## config.mk

```make
export PLATFORM = sky130hd
export DESIGN_NAME = rs_alloc_flat
export DESIGN_NICKNAME = d
export VERILOG_FILES = /design/src/source/rs_pkg.sv /design/src/source/rs_if.sv /design/src/source/rs_alloc.sv /design/src/flat_wrapper.sv
export VERILOG_INCLUDE_DIRS = /design/src /design/src/source
export SDC_FILE = /design/constraint.sdc
export NUM_CORES = 1
export LEC_CHECK = 0
export ABC_CLOCK_PERIOD_IN_PS = 3200
export BUFFER_PORTS_ARGS = -buffer_cell sky130_fd_sc_hd__buf_2
export CAP_MARGIN = 30
export CORE_AREA = 2 2 76 78
export DETAILED_ROUTE_END_ITERATION = 8
export DIE_AREA = 0 0 78 80
export GPL_TIMING_DRIVEN = 0
export PLACE_DENSITY_LB_ADDON = 0.12
export SYNTH_ARGS = -nofsm -noshare
export SYNTH_HDL_FRONTEND = slang
export SYNTH_SLANG_ARGS = --single-unit
```

## constraint.sdc

```tcl
create_clock -name vclk -period 3.2
set_clock_uncertainty 0.1 [all_clocks]
set_input_delay 0.96 -clock vclk [all_inputs]
set_output_delay 0.96 -clock vclk [all_outputs]
set_load 0.1 [all_outputs]
```

## src/source/rs_consts.svh

```systemverilog
// Sizing macros for the reservation-station cluster
`ifndef RS_CONSTS_SVH
`define RS_CONSTS_SVH

//////////////////////////////////////////////////
// Structure sizes
//////////////////////////////////////////////////

`define RS_ENTRIES   4   // Reservation-station entries, 2, 4 or 8

//////////////////////////////////////////////////
// Field widths
//////////////////////////////////////////////////

`define RS_TAG_BITS  4   // Destination and source tag width
`define RS_DATA_BITS 32  // Operand and result width
`define RS_FUNC_BITS 3   // ALU function code width

`endif

```

## src/source/rs_pkg.sv

```systemverilog
// Package rs_pkg with value, tag and entry-vector types and the ALU function enum
`include "rs_consts.svh"

package rs_pkg;

    //////////////////////////////////////////////////
    // Vector types
    //////////////////////////////////////////////////

    typedef logic [`RS_DATA_BITS-1:0] data_t;      // Operand or result value
    typedef logic [`RS_TAG_BITS-1:0]  rob_tag_t;   // Destination or source tag
    typedef logic [`RS_ENTRIES-1:0]   entry_vec_t; // One bit per entry

    //////////////////////////////////////////////////
    // ALU functions
    //////////////////////////////////////////////////

    // Shifts take the low 5 bits of operand B, SLT is signed
    typedef enum logic [`RS_FUNC_BITS-1:0] {
        ALU_ADD,  // A + B
        ALU_SUB,  // A - B
        ALU_AND,  // Bitwise and
        ALU_OR,   // Bitwise or
        ALU_XOR,  // Bitwise xor
        ALU_SLL,  // Logical shift left
        ALU_SRL,  // Logical shift right
        ALU_SLT   // Signed less-than, 1 or 0
    } alu_func_t;

endpackage

```

## src/source/rs_if.sv

```systemverilog
// Interfaces rs_load_if and rs_issue_if with their modports
`timescale 1ns/1ns
`include "rs_consts.svh"

//////////////////////////////////////////////////
// Allocator to entries
//////////////////////////////////////////////////

interface rs_load_if import rs_pkg::*; ();
    entry_vec_t load;       // One-hot or zero, write strobe per entry
    alu_func_t  func;       // Function of the dispatched op
    rob_tag_t   tag;        // Destination tag
    data_t      opa;        // Value, or source tag in low bits
    logic       opa_valid;  // Operand A holds a value
    data_t      opb;        // Value, or source tag in low bits
    logic       opb_valid;  // Operand B holds a value

    modport alloc (output load, func, tag, opa, opa_valid, opb, opb_valid);
    modport entry (input  load, func, tag, opa, opa_valid, opb, opb_valid);
endinterface


```

## src/source/rs_alloc.sv

```systemverilog
// Module rs_alloc, dispatch acceptance, lowest-free entry pick and CDB bypass
`timescale 1ns/1ns
`include "rs_consts.svh"

module rs_alloc import rs_pkg::*; (
    input  logic       clock,
    input  logic       reset,
    input  logic       dispatch_valid,     // Op offered
    input  logic       dispatch_opa_valid, // A is a value
    input  logic       dispatch_opb_valid, // B is a value
    input  alu_func_t  dispatch_func,
    input  rob_tag_t   dispatch_tag,
    input  data_t      dispatch_opa,
    input  data_t      dispatch_opb,
    output logic       dispatch_ready,     // Some entry free
    input  logic       cdb_valid,
    input  rob_tag_t   cdb_tag,
    input  data_t      cdb_value,
    rs_load_if.alloc   load_bus,
    input  entry_vec_t free                // Empty entries
);

    entry_vec_t lowest_free;  // Lowest set bit of free
    logic       accept;       // Handshake completes this edge
    logic       hit_a;        // Operand A produced on CDB now
    logic       hit_b;        // Operand B produced on CDB now

    assign dispatch_ready = |free;  // Independent of dispatch_valid
    assign accept         = dispatch_valid && dispatch_ready;
    assign lowest_free    = free & (~free + entry_vec_t'(1));  // Isolate lowest one

    // A waiting operand whose producer broadcasts this cycle would miss it
    assign hit_a = cdb_valid && !dispatch_opa_valid
                   && (cdb_tag == dispatch_opa[`RS_TAG_BITS-1:0]);
    assign hit_b = cdb_valid && !dispatch_opb_valid
                   && (cdb_tag == dispatch_opb[`RS_TAG_BITS-1:0]);

    assign load_bus.load      = accept ? lowest_free : '0;
    assign load_bus.func      = dispatch_func;
    assign load_bus.tag       = dispatch_tag;
    assign load_bus.opa       = hit_a ? cdb_value : dispatch_opa;  // Bypass value
    assign load_bus.opa_valid = dispatch_opa_valid || hit_a;
    assign load_bus.opb       = hit_b ? cdb_value : dispatch_opb;
    assign load_bus.opb_valid = dispatch_opb_valid || hit_b;

    // Loaded slot must read busy in the next cycle
    a_load_on_free : assert property (
        @(posedge clock) disable iff (reset) |load_bus.load |=> (free & $past(load_bus.load)) == '0
    ) else $error("rs_alloc: loaded entry still free after load");

endmodule

```

## src/flat_wrapper.sv

```systemverilog
// flat-port wrapper written by rule: the top's interface ports become plain ports
module rs_alloc_flat import rs_pkg::*;
  (clock, reset, dispatch_valid, dispatch_opa_valid, dispatch_opb_valid, dispatch_func, dispatch_tag, dispatch_opa, dispatch_opb, dispatch_ready, cdb_valid, cdb_tag, cdb_value, free, load_bus_load, load_bus_func, load_bus_tag, load_bus_opa, load_bus_opa_valid, load_bus_opb, load_bus_opb_valid);
  rs_load_if load_bus_i ();
  input  logic clock;
  input  logic reset;
  input  logic dispatch_valid;
  input  logic dispatch_opa_valid;
  input  logic dispatch_opb_valid;
  input  alu_func_t dispatch_func;
  input  rob_tag_t dispatch_tag;
  input  data_t dispatch_opa;
  input  data_t dispatch_opb;
  output logic dispatch_ready;
  input  logic cdb_valid;
  input  rob_tag_t cdb_tag;
  input  data_t cdb_value;
  input  entry_vec_t free;
  output wire logic [$bits(load_bus_i.load)-1:0] load_bus_load;
  output wire logic [$bits(load_bus_i.func)-1:0] load_bus_func;
  output wire logic [$bits(load_bus_i.tag)-1:0] load_bus_tag;
  output wire logic [$bits(load_bus_i.opa)-1:0] load_bus_opa;
  output wire logic [$bits(load_bus_i.opa_valid)-1:0] load_bus_opa_valid;
  output wire logic [$bits(load_bus_i.opb)-1:0] load_bus_opb;
  output wire logic [$bits(load_bus_i.opb_valid)-1:0] load_bus_opb_valid;
  assign load_bus_load = load_bus_i.load;
  assign load_bus_func = load_bus_i.func;
  assign load_bus_tag = load_bus_i.tag;
  assign load_bus_opa = load_bus_i.opa;
  assign load_bus_opa_valid = load_bus_i.opa_valid;
  assign load_bus_opb = load_bus_i.opb;
  assign load_bus_opb_valid = load_bus_i.opb_valid;
  rs_alloc u_core (.clock(clock), .reset(reset), .dispatch_valid(dispatch_valid), .dispatch_opa_valid(dispatch_opa_valid), .dispatch_opb_valid(dispatch_opb_valid), .dispatch_func(dispatch_func), .dispatch_tag(dispatch_tag), .dispatch_opa(dispatch_opa), .dispatch_opb(dispatch_opb), .dispatch_ready(dispatch_ready), .cdb_valid(cdb_valid), .cdb_tag(cdb_tag), .cdb_value(cdb_value), .load_bus(load_bus_i), .free(free));
endmodule
```

# Yosys cells after proc, flatten, opt, wreduce, memory -nomap -nowiden
# Index checks and enable logic that the tools add are counted.
# totals
reg_bits	0
latchBits	0
ramBits	0
rom_bits	0
output_inout_bits	78
word_cells	18
memories	0
# op_classes
n_addsub	1
multipliers	0
div_mod_pow	0
magnitude_cmp	0
eq_ne	2
shift	0
n_mux	3
bitwise	2
n_reduce_logical	10
# ops
cell	count
$mux W32	2
$eq A4 B4 Y1	2
$logic_and A1 B1 Y1	5
$add A4 B1 Y4 const B	1
$and A4 B4 Y4	1
$mux W4	1
$not A4 Y4	1
$reduce_or A4 Y1	1
$logic_not A1 Y1	2
$logic_or A1 B1 Y1	2

# Longest topological paths before layout
# Gate-level depths: netlist of run 1.
# depth
ltp_word	4
ltp_mapped	5
mapped_depth_nobuf	4

# Worst setup path after synthesis of run 1
# No wires, ideal clock.
# synth_timing
path_kind	input-to-output
startpoint	input dispatch_opa[2]
endpoint	output load_bus_opa_valid
arrival_ns	2.472
setup_slack_ns	-0.332
cell_stages	5
n_path_buf	1
path_cell_list	xor2_1 -> nor4_4 -> nand2_2 -> buf_6 -> nand2b_1
# synth_via
elab_chain_len	3
# synth_lines
item	line	source
start: declaration	flat_wrapper.sv:12	input data_t dispatch_opa;
$eq A4 B4 Y1	rs_alloc.sv:34	&& (cdb_tag == dispatch_opa[`RS_TAG_BITS-1:0]);
$logic_and A1 B1 Y1	rs_alloc.sv:33	assign hit_a = cdb_valid && !dispatch_opa_valid
$logic_or A1 B1 Y1	rs_alloc.sv:42	assign load_bus.opa_valid = dispatch_opa_valid || hit_a;
end: declaration	flat_wrapper.sv:23	output wire logic [$bits(load_bus_i.opa_valid)-1:0] load_bus_opa_valid;
# Every way passes these cells.

# Final worst setup path of run 1
# layout_timing
startpoint	input cdb_tag[1]
endpoint	output load_bus_opb[6]
# layout_via
elab_chain_len	3
# layout_lines
item	line	source
start: declaration	flat_wrapper.sv:16	input rob_tag_t cdb_tag;
$eq A4 B4 Y1	rs_alloc.sv:36	&& (cdb_tag == dispatch_opb[`RS_TAG_BITS-1:0]);
$logic_and A1 B1 Y1	rs_alloc.sv:35	assign hit_b = cdb_valid && !dispatch_opb_valid
$mux W32	rs_alloc.sv:43	assign load_bus.opb = hit_b ? cdb_value : dispatch_opb;
end: declaration	flat_wrapper.sv:24	output wire logic [$bits(load_bus_i.opb)-1:0] load_bus_opb;
# Every way passes these cells.

==> results of run 1 <==
==> tightest hold or removal path: cells and delay by family <==
kind	cells	cell delay [ns]
buf+inv	2	0.25
simple gates	1	0.12
==> cell families (layout without fill, tap and decap cells) <==
family / count (synthesis) / after routing / synth area share
mux: 64 / 64 / 0.733
simple gates: 18 / 18 / 0.107
buf+inv: 14 / 208 / 0.0971
xor+xnor: 8 / 8 / 0.0549
compound gates: 2 / 2 / 0.00784
==> layout make-up <==
cell class | count | share of cell area
Multi-Input combinational cell | 92 | 0.351
Tap cell | 72 | 0.0254
Buffer | 13 | 0.0487
Inverter | 1 | 0.00106
Timing Repair Buffer | 194 | 0.574
==> metal layers <==
metal / up-vias / track usage
met5: - / 0
met4: 0 / 0.00526
met3: 0 / 0.0362
met2: 107 / 0.328
met1: 721 / 0.145
li1: 768 / -
==> cells in the final DEF (no fill, tap or decap), drive strengths merged <==
cell type and count:
inv 1, nor2b 1, buf 207, nor2 2
and2 1, nand2b 4, and3 1, mux2i 2
xor2 6, and4b 1, o21ai 2, nand2 5
xnor2 2, and3b 1, nor4 2, mux2 62
==> power by group through the flow <==
stage | Combinational (mW) | Clock, mW | Sequential [mW]
floorplan | 0.552 | 0 | 0
global placement | 0.680 | 0 | 0
detailed placement | 0.681 | 0 | 0
CTS | 0.844 | 0 | 0
global route | 0.912 | 0 | 0
finish | 0.888 | 0 | 0
==> path summary, 6_finish.rpt <==
check / from / to / slack, ns / depth (start not counted)
worst max-delay path: cdb_tag[1] / load_bus_opb[6] / -0.31 / 7
worst min-delay path: dispatch_opb_valid / load_bus_opb_valid / 2.19 / 3
==> metrics by stage <==
| stage | utilization | setup WS (ns) | instance area, um2 | total power [mW] | std cells |
|---|---|---|---|---|---|
| 2_1_floorplan | - | -0.0479 | 1350 | 0.552 | 106 |
| 3_5_place_dp | 0.439 | -0.515 | 2370 | 0.681 | 364 |
| 6_report | 0.656 | -0.313 | 3540 | 0.888 | 372 |
| 3_3_place_gp | 0.439 | -0.515 | 2370 | 0.680 | 364 |
| 5_1_grt | 0.656 | -0.383 | 3540 | 0.912 | 372 |
| 4_1_cts | 0.613 | -0.348 | 3310 | 0.844 | 369 |
==> repair_timing <==
| action | in CTS | in global routing |
|---|---|---|
| setup endpoints to repair | 66 | 66 |
| pin swaps | 5 | 4 |
| setup buffers | 3 | 4 |
| cloned | 2 | 0 |
| gates resized for setup | 238 | 48 |
==> out/results.ini, run 1 <==
[synthesis]
synth_most_common_cell = mux2_4
synth_cell_types = 19
netlist_area_um2 = 1280
ys.warnings.count = 0
avgSynthCellArea_um2 = 12.0
yosysSeqAreaShare = 0
synth_area_leaders = mux2_4 68%, buf_6 5.3%, buf_4 4.1%, xor2_1 4.1%, mux2_2 3.5%
syn-num-nets = 223
synthTopCellsByCount = 58 x mux2_4, 7 x buf_4, 6 x buf_6, 6 x xor2_1
synth_top_area_share = 0.682
synthCells = 106
synth_area_leader_cell = mux2_4

[global_routing]
globalRoute.totalOverflow = 0
grt_pass1_vias = 1591
grt_pass1_wl_um = 7690
grt_antenna_before_repair = 0
track_usage = 0.150
grt_start_max_net_pins = 11

[sta]
fmax_ghz = 0.285
fin_ws_ns = -0.313
hold-worst-slack_ns = 2.19
finalSetupViolCount = 66
slew_violations = 0
final.min_clock_period_ns = 3.51
period_share = 1.10
finalSetupTns_ns = -18.17
final-hold-violation-count = 0
rsz0062_at_grt = yes
worstMarginPinSlew_ns = 0.492
slew_headroom = 0.674

[cells_and_area]
multiInputGateArea_um2 = 1240
n_antenna_cell = 0
syn_to_final_growth_pct = 178
num-nets-final = 419
seqCellArea_um2 = 0
fillers = 415
drive_above_1_share = 0.937
clockBufferCount = 0
seq_cell_count = 0

[power]
vdd_drop_max_uv = 149
p_clk_frac = 0
p_leak_nw = 1.98
pwr-share-seq = 0
p_comb_frac = 1.000
power_density_nw_per_um2 = 251
p_switching_uw = 549
p_sw_frac = 0.619
internal_power_uw = 339

[die]
die_y_um = 80
io_pins = 195
core_area_um2 = 5410
die-width_um = 78
die_area_um2 = 6240
rows = 27
initial_core_util = 0.236

[run]
cap_violations = 0

[setup_path]
worst-setup-path-type = input pin to output port
critPathBufInv = 3
critPathMaxFanout = 10
cp-start-kind = input pin
worstPathCellList = buf_12 > xor2_4 > nor4_4 > nand2_4 > buf_12 > mux2_4 > buf_12
end_kind = output port
crit_top_cell = buf_12
critPathArrivalTime_ns = 2.45
slowest_delay_ns = 0.34
cpMaxStageDelayCell = nor4_4
cp.required_ns = 2.14
critPathTopFamily = simple AND/OR/NAND/NOR gates

[clock_network]
postCtsHoldBufs = 0

[route]
drt_iter0_drc = 12
wl_um = 5530
num_vias = 1596
route.met3.wl_um = 574
wl_met1_um = 1690
top_layer = met3
viasPerCell = 4.29
wl_met2_um = 3260
routedWlPerCell_um = 14.9
first_pass_iters = 4
drtAntennaViolNets = 0
drc_errors = 0

[placed_design]
place.gp.congestion = 0.657
buffer_ports.inserted = 186
hpwl_um = 3870

[outcome]
status = complete, but fails checks
failed_checks = setup timing

[min_path]
hold_path_class = input pin to output port

No activity file was read; power rests on OpenSTA's default activity.
==> run 2: changes to the inputs <==
--- a/config.mk
+++ b/config.mk
@@ -7,11 +7,11 @@
 export NUM_CORES = 1
 export LEC_CHECK = 0
 export ABC_CLOCK_PERIOD_IN_PS = 3200
-export BUFFER_PORTS_ARGS = -buffer_cell sky130_fd_sc_hd__buf_2
 export CAP_MARGIN = 30
 export CORE_AREA = 2 2 76 78
 export DETAILED_ROUTE_END_ITERATION = 8
 export DIE_AREA = 0 0 78 80
+export DONT_BUFFER_PORTS = 1
 export GPL_TIMING_DRIVEN = 0
 export PLACE_DENSITY_LB_ADDON = 0.12
 export SYNTH_ARGS = -nofsm -noshare
==> run 2 against run 1 <==
  * The flow still finishes with violations (setup timing)
  * Setup slack improved by 0.20 ns
  * Combinational power decreased by 35%
  * Count of clock-buffer cells in the layout unchanged
  * First-iteration DRC count decreased by 83%
  * Design area decreased by 55%
  * Critical path depth decreased by 2
  * Global-route usage decreased by 5.6 points
  * Sequential share of layout area unchanged
  * Final cell count decreased by 51%
  * Hold slack got worse by 0.16 ns
  * Routed wire length decreased by 33%
  * Largest power group unchanged
==> out/results.ini, run 2 (same netlist as run 1, synthesis figures left out) <==
[outcome]
status = complete, but fails checks
failed_checks = setup timing

[sta]
period_share = 1.03  ; -0.0640
final-hold-violation-count = 0  ; unchanged
fmax_ghz = 0.302  ; +6.2%
final.min_clock_period_ns = 3.31  ; -0.205 ns
hold-worst-slack_ns = 2.03  ; -0.161 ns
rsz0062_at_grt = yes
finalSetupViolCount = 63  ; -4.5%
slew_violations = 0  ; unchanged
slew_headroom = 0.346  ; -0.328
worstMarginPinSlew_ns = 0.985  ; +0.493 ns
fin_ws_ns = -0.108  ; +0.205 ns

[route]
wl_um = 3680  ; -33%
first_pass_iters = 2  ; -2
drtAntennaViolNets = 0  ; unchanged
routedWlPerCell_um = 20.2  ; +36%
num_vias = 899  ; -44%
drt_iter0_drc = 2  ; -10
drc_errors = 0  ; unchanged
viasPerCell = 4.94  ; +15%

[die]
rows = 27  ; unchanged
initial_core_util = 0.236  ; unchanged
die-width_um = 78  ; unchanged
core_area_um2 = 5410  ; unchanged
die_area_um2 = 6240  ; unchanged
io_pins = 195  ; unchanged
die_y_um = 80  ; unchanged

[placed_design]
buffer_ports.inserted = 0  ; -100%
placed_cells = 178  ; -51%
hpwl_um = 3220  ; -17%
place.gp.congestion = 0.654  ; -0.53%
place_area_um2 = 1440  ; -39%

[global_routing]
grt_pass1_vias = 967  ; -39%
grt_use_met1 = 0.0914  ; -0.0538
globalRoute.totalOverflow = 0  ; unchanged
grt_pass1_wl_um = 4910  ; -36%
met3_usage = 0.0238  ; -0.0124
grt_antenna_before_repair = 0  ; unchanged
use_met2 = 0.207  ; -0.122
grt.busiest_layer = met2
grt_start_max_net_pins = 11  ; unchanged
track_usage = 0.0943  ; -0.0558

[cells_and_area]
final_cell_mix = 59 x mux2_4, 9 x buf_4, 6 x buf_12, 4 x xor2_1, 4 x nand2b_4
drive_above_1_share = 0.845  ; -0.0912
seqCellArea_um2 = 0  ; unchanged
clockBufferCount = 0  ; unchanged
n_antenna_cell = 0  ; unchanged
fin_cells = 182  ; -51%
post-route-util = 0.294  ; -0.362
num-nets-final = 229  ; -45%
seq_cell_count = 0  ; unchanged
syn_to_final_growth_pct = 24.3
finalInstanceArea_um2 = 1590  ; -55%
layout_commonest_cell = mux2_4

[power]
p_total_uw = 577  ; -35%
p_leak_nw = 0.852  ; -57%
power_density_nw_per_um2 = 364  ; +45%
vdd_drop_max_uv = 140  ; -5.7%

[setup_path]
end_kind = output port
critPathArrivalTime_ns = 2.25  ; -0.20 ns
worst-setup-path-type = input pin to output port
cp-start-kind = input pin
cp.required_ns = 2.14  ; about the same
critPathMaxFanout = 10  ; unchanged

[run]
cap_violations = 0  ; unchanged

[min_path]
hold_path_class = input pin to output port

[clock_network]
postCtsHoldBufs = 0  ; unchanged

## run 2: changes by cell type in the layout (fill, tap and decap cells not counted), sizes merged
cell  previous run  this run
buf            207        17
## run 2: per-layer routing
metal	part of all wire	wire, um
met5	0	0
met4	0	0
met3	0.13	482
met2	0.61	2250
met1	0.26	947
## run 2: repair_timing
| item | CTS | global route |
|---|---|---|
| hold endpoints to repair | 0 | 0 |
| setup endpoints to repair | 63 | 65 |
| pin swaps | 6 | 4 |
| buffers inserted | 3 | 2 |
| gates resized for setup | 15 | 8 |
| cloned | 0 | 0 |
## run 2: critical path, cell delays in order
cell     delay [ns]
xor2_4         0.17
nor4_4         0.33
nand2_4        0.15
buf_12         0.18
mux2_4         0.44
## run 2: power breakdown
part | internal, mW | total (mW) | switching (mW)
Combinational | 0.105 | 0.577 | 0.472
Clock | 0 | 0 | 0
Sequential | 0 | 0 | 0
Total | 0.105 | 0.577 | 0.472
## run 2: area by class of cell
cell class / count / area, um2
Buffer: 13 / 173
Fill cell: 574 / 3820
Inverter: 1 / 3.75
Multi-Input combinational cell: 92 / 1280
Tap cell: 72 / 90.1
Timing Repair Buffer: 4 / 37.5
## run 2: final timing paths
check	to	cells past startpoint	from	slack [ns]
hold / removal	load_bus_tag[0]	1	dispatch_tag[0]	2.03
setup / recovery	load_bus_opb[21]	5	cdb_tag[1]	-0.11
## run 2: metrics by stage
step	setup WS, ns	setup TNS, ns
after floorplan	-0.0479	-2.56
after global placement	-0.157	-9.23
after detailed placement	-0.161	-9.11
after CTS	-0.129	-7.59
after global routing	-0.153	-9.14
final	-0.108	-6.06
==> run 3: changes to the inputs <==
--- a/config.mk
+++ b/config.mk
@@ -14,6 +14,7 @@
 export DONT_BUFFER_PORTS = 1
 export GPL_TIMING_DRIVEN = 0
 export PLACE_DENSITY_LB_ADDON = 0.12
+export SETUP_SLACK_MARGIN = 0.5
 export SYNTH_ARGS = -nofsm -noshare
 export SYNTH_HDL_FRONTEND = slang
 export SYNTH_SLANG_ARGS = --single-unit
==> run 3 against run 2 <==
  * Final cell count rose by 2.7%
  * Critical endpoint is now load_bus_opb[10]
  * Sequential cell count did not move
  * Sequential share of layout area stayed put
  * Largest power group unchanged
  * The run still ends with setup timing left
==> out/results.ini, run 3 (same netlist as run 1, synthesis figures left out) <==
[cells_and_area]
multiInputGateArea_um2 = 1320  ; +2.8%
num-nets-final = 234  ; +2.2%
syn_to_final_growth_pct = 31.2
n_antenna_cell = 0  ; unchanged
fillers = 545  ; -5.1%
seqCellArea_um2 = 0  ; unchanged
seq_cell_count = 0  ; unchanged
finalInstanceArea_um2 = 1670  ; +5.5%
layout_commonest_cell = mux2_4
post-route-util = 0.310  ; +0.0162
clockBufferCount = 0  ; unchanged
drive_above_1_share = 0.904  ; +0.0589
final_cell_mix = 62 x mux2_4, 9 x buf_4, 7 x buf_6, 5 x buf_12
fin_cells = 187  ; +2.7%

[setup_path]
critPathTopFamily = simple AND/OR/NAND/NOR gates
cpMaxStageDelayCell = mux2_4
crit_path_start = cdb_tag[1]
critPathBufInv = 1  ; unchanged
critPathMaxFanout = 10  ; unchanged
end_kind = output port
worst-setup-path-type = input pin to output port
cp-start-kind = input pin
slowest_delay_ns = 0.44  ; about the same
cp.required_ns = 2.14  ; about the same
critPathArrivalTime_ns = 2.27  ; +0.02 ns
worstPathCellList = xor2_4 > nor4_4 > nand2_4 > buf_8 > mux2_4

[power]
p_leak_nw = 0.890  ; +4.5%
p_total_uw = 585  ; +1.5%
vdd_drop_max_uv = 108  ; -23%
power_density_nw_per_um2 = 350  ; -3.8%

[route]
num_vias = 909  ; +1.1%
viasPerCell = 4.86  ; -1.6%
routedWlPerCell_um = 20.5  ; +1.4%
drtAntennaViolNets = 0  ; unchanged
drt_iter0_drc = 12  ; +10
wl_um = 3840  ; +4.2%
first_pass_iters = 6  ; +4
drc_errors = 0  ; unchanged

[placed_design]
placed_cells = 178  ; unchanged
place.gp.congestion = 0.654  ; about the same
hpwl_um = 3340  ; +3.8%
place_area_um2 = 1460  ; +1.4%
buffer_ports.inserted = 0  ; unchanged

[sta]
final-hold-violation-count = 0  ; unchanged
rsz0062_at_grt = yes
finalSetupTns_ns = -7.54  ; -1.48 ns
period_share = 1.04  ; +0.00803
fmax_ghz = 0.300  ; -0.77%
slew_violations = 0  ; unchanged
finalSetupViolCount = 65  ; +3.2%
worstMarginPinSlew_ns = 0.582  ; -0.403 ns
final.min_clock_period_ns = 3.33  ; +0.0257 ns
fin_ws_ns = -0.134  ; -0.0257 ns
slew_headroom = 0.608  ; +0.262

[global_routing]
grt_antenna_before_repair = 0  ; unchanged
grt_start_max_net_pins = 11  ; unchanged
track_usage = 0.0976  ; +0.00335
grt_pass1_vias = 943  ; -2.5%
grt_pass1_wl_um = 5030  ; +2.5%
globalRoute.totalOverflow = 0  ; unchanged

[clock_network]
postCtsHoldBufs = 0  ; unchanged

[min_path]
hold_path_class = input pin to output port
worstHoldStart = dispatch_func[2]

[outcome]
status = complete, but fails checks
failed_checks = setup timing

[die]
initial_core_util = 0.236  ; unchanged
rows = 27  ; unchanged
io_pins = 195  ; unchanged
core_area_um2 = 5410  ; unchanged
die_area_um2 = 6240  ; unchanged
die_y_um = 80  ; unchanged
die-width_um = 78  ; unchanged

[run]
cap_violations = 0  ; unchanged

==> run 3: routing by layer <==
layer	vias up	track usage	part of all wire	wire (um)
met2	82	0.194	0.56	2160
li1	396	-	-	-
met4	0	0	0	0
met5	-	0	0	0
met3	0	0.0238	0.11	439
met1	431	0.111	0.32	1240
==> run 3: layout make-up <==
cell class,instances,share of cell area
plain buffers,13,0.100
inverters,1,0.00224
multi-input cells,92,0.788
well taps,72,0.0538
repair buffers,9,0.0561
==> run 3: power by group <==
| group | total [mW] | leakage (nW) | internal (mW) | switching (mW) |
|---|---|---|---|---|
| sequential | 0 | 0 | 0 | 0 |
| combinational | 0.585 | 0.890 | 0.110 | 0.475 |
| clock | 0 | 0 | 0 | 0 |
==> run 3: path summary, 6_finish.rpt <==
path,end,slack [ns],depth (start not counted)
setup / recovery,load_bus_opb[10],-0.13,5
hold / removal,load_bus_func[2],2.03,1
==> run 3: what timing repair did <==
action | CTS | global route
setup buffers | 5 | 4
pin swaps | 6 | 5
setup endpoints to repair | 68 | 66
gates resized for setup | 15 | 16
==> run 3: metrics by stage <==
stage	setup WS [ns]	hold WS, ns
6_report	-0.134	2.03
5_1_grt	-0.185	2.03
4_1_cts	-0.157	2.03
3_5_place_dp	-0.196	2.03
3_3_place_gp	-0.186	2.03
2_1_floorplan	-0.0444	2.03
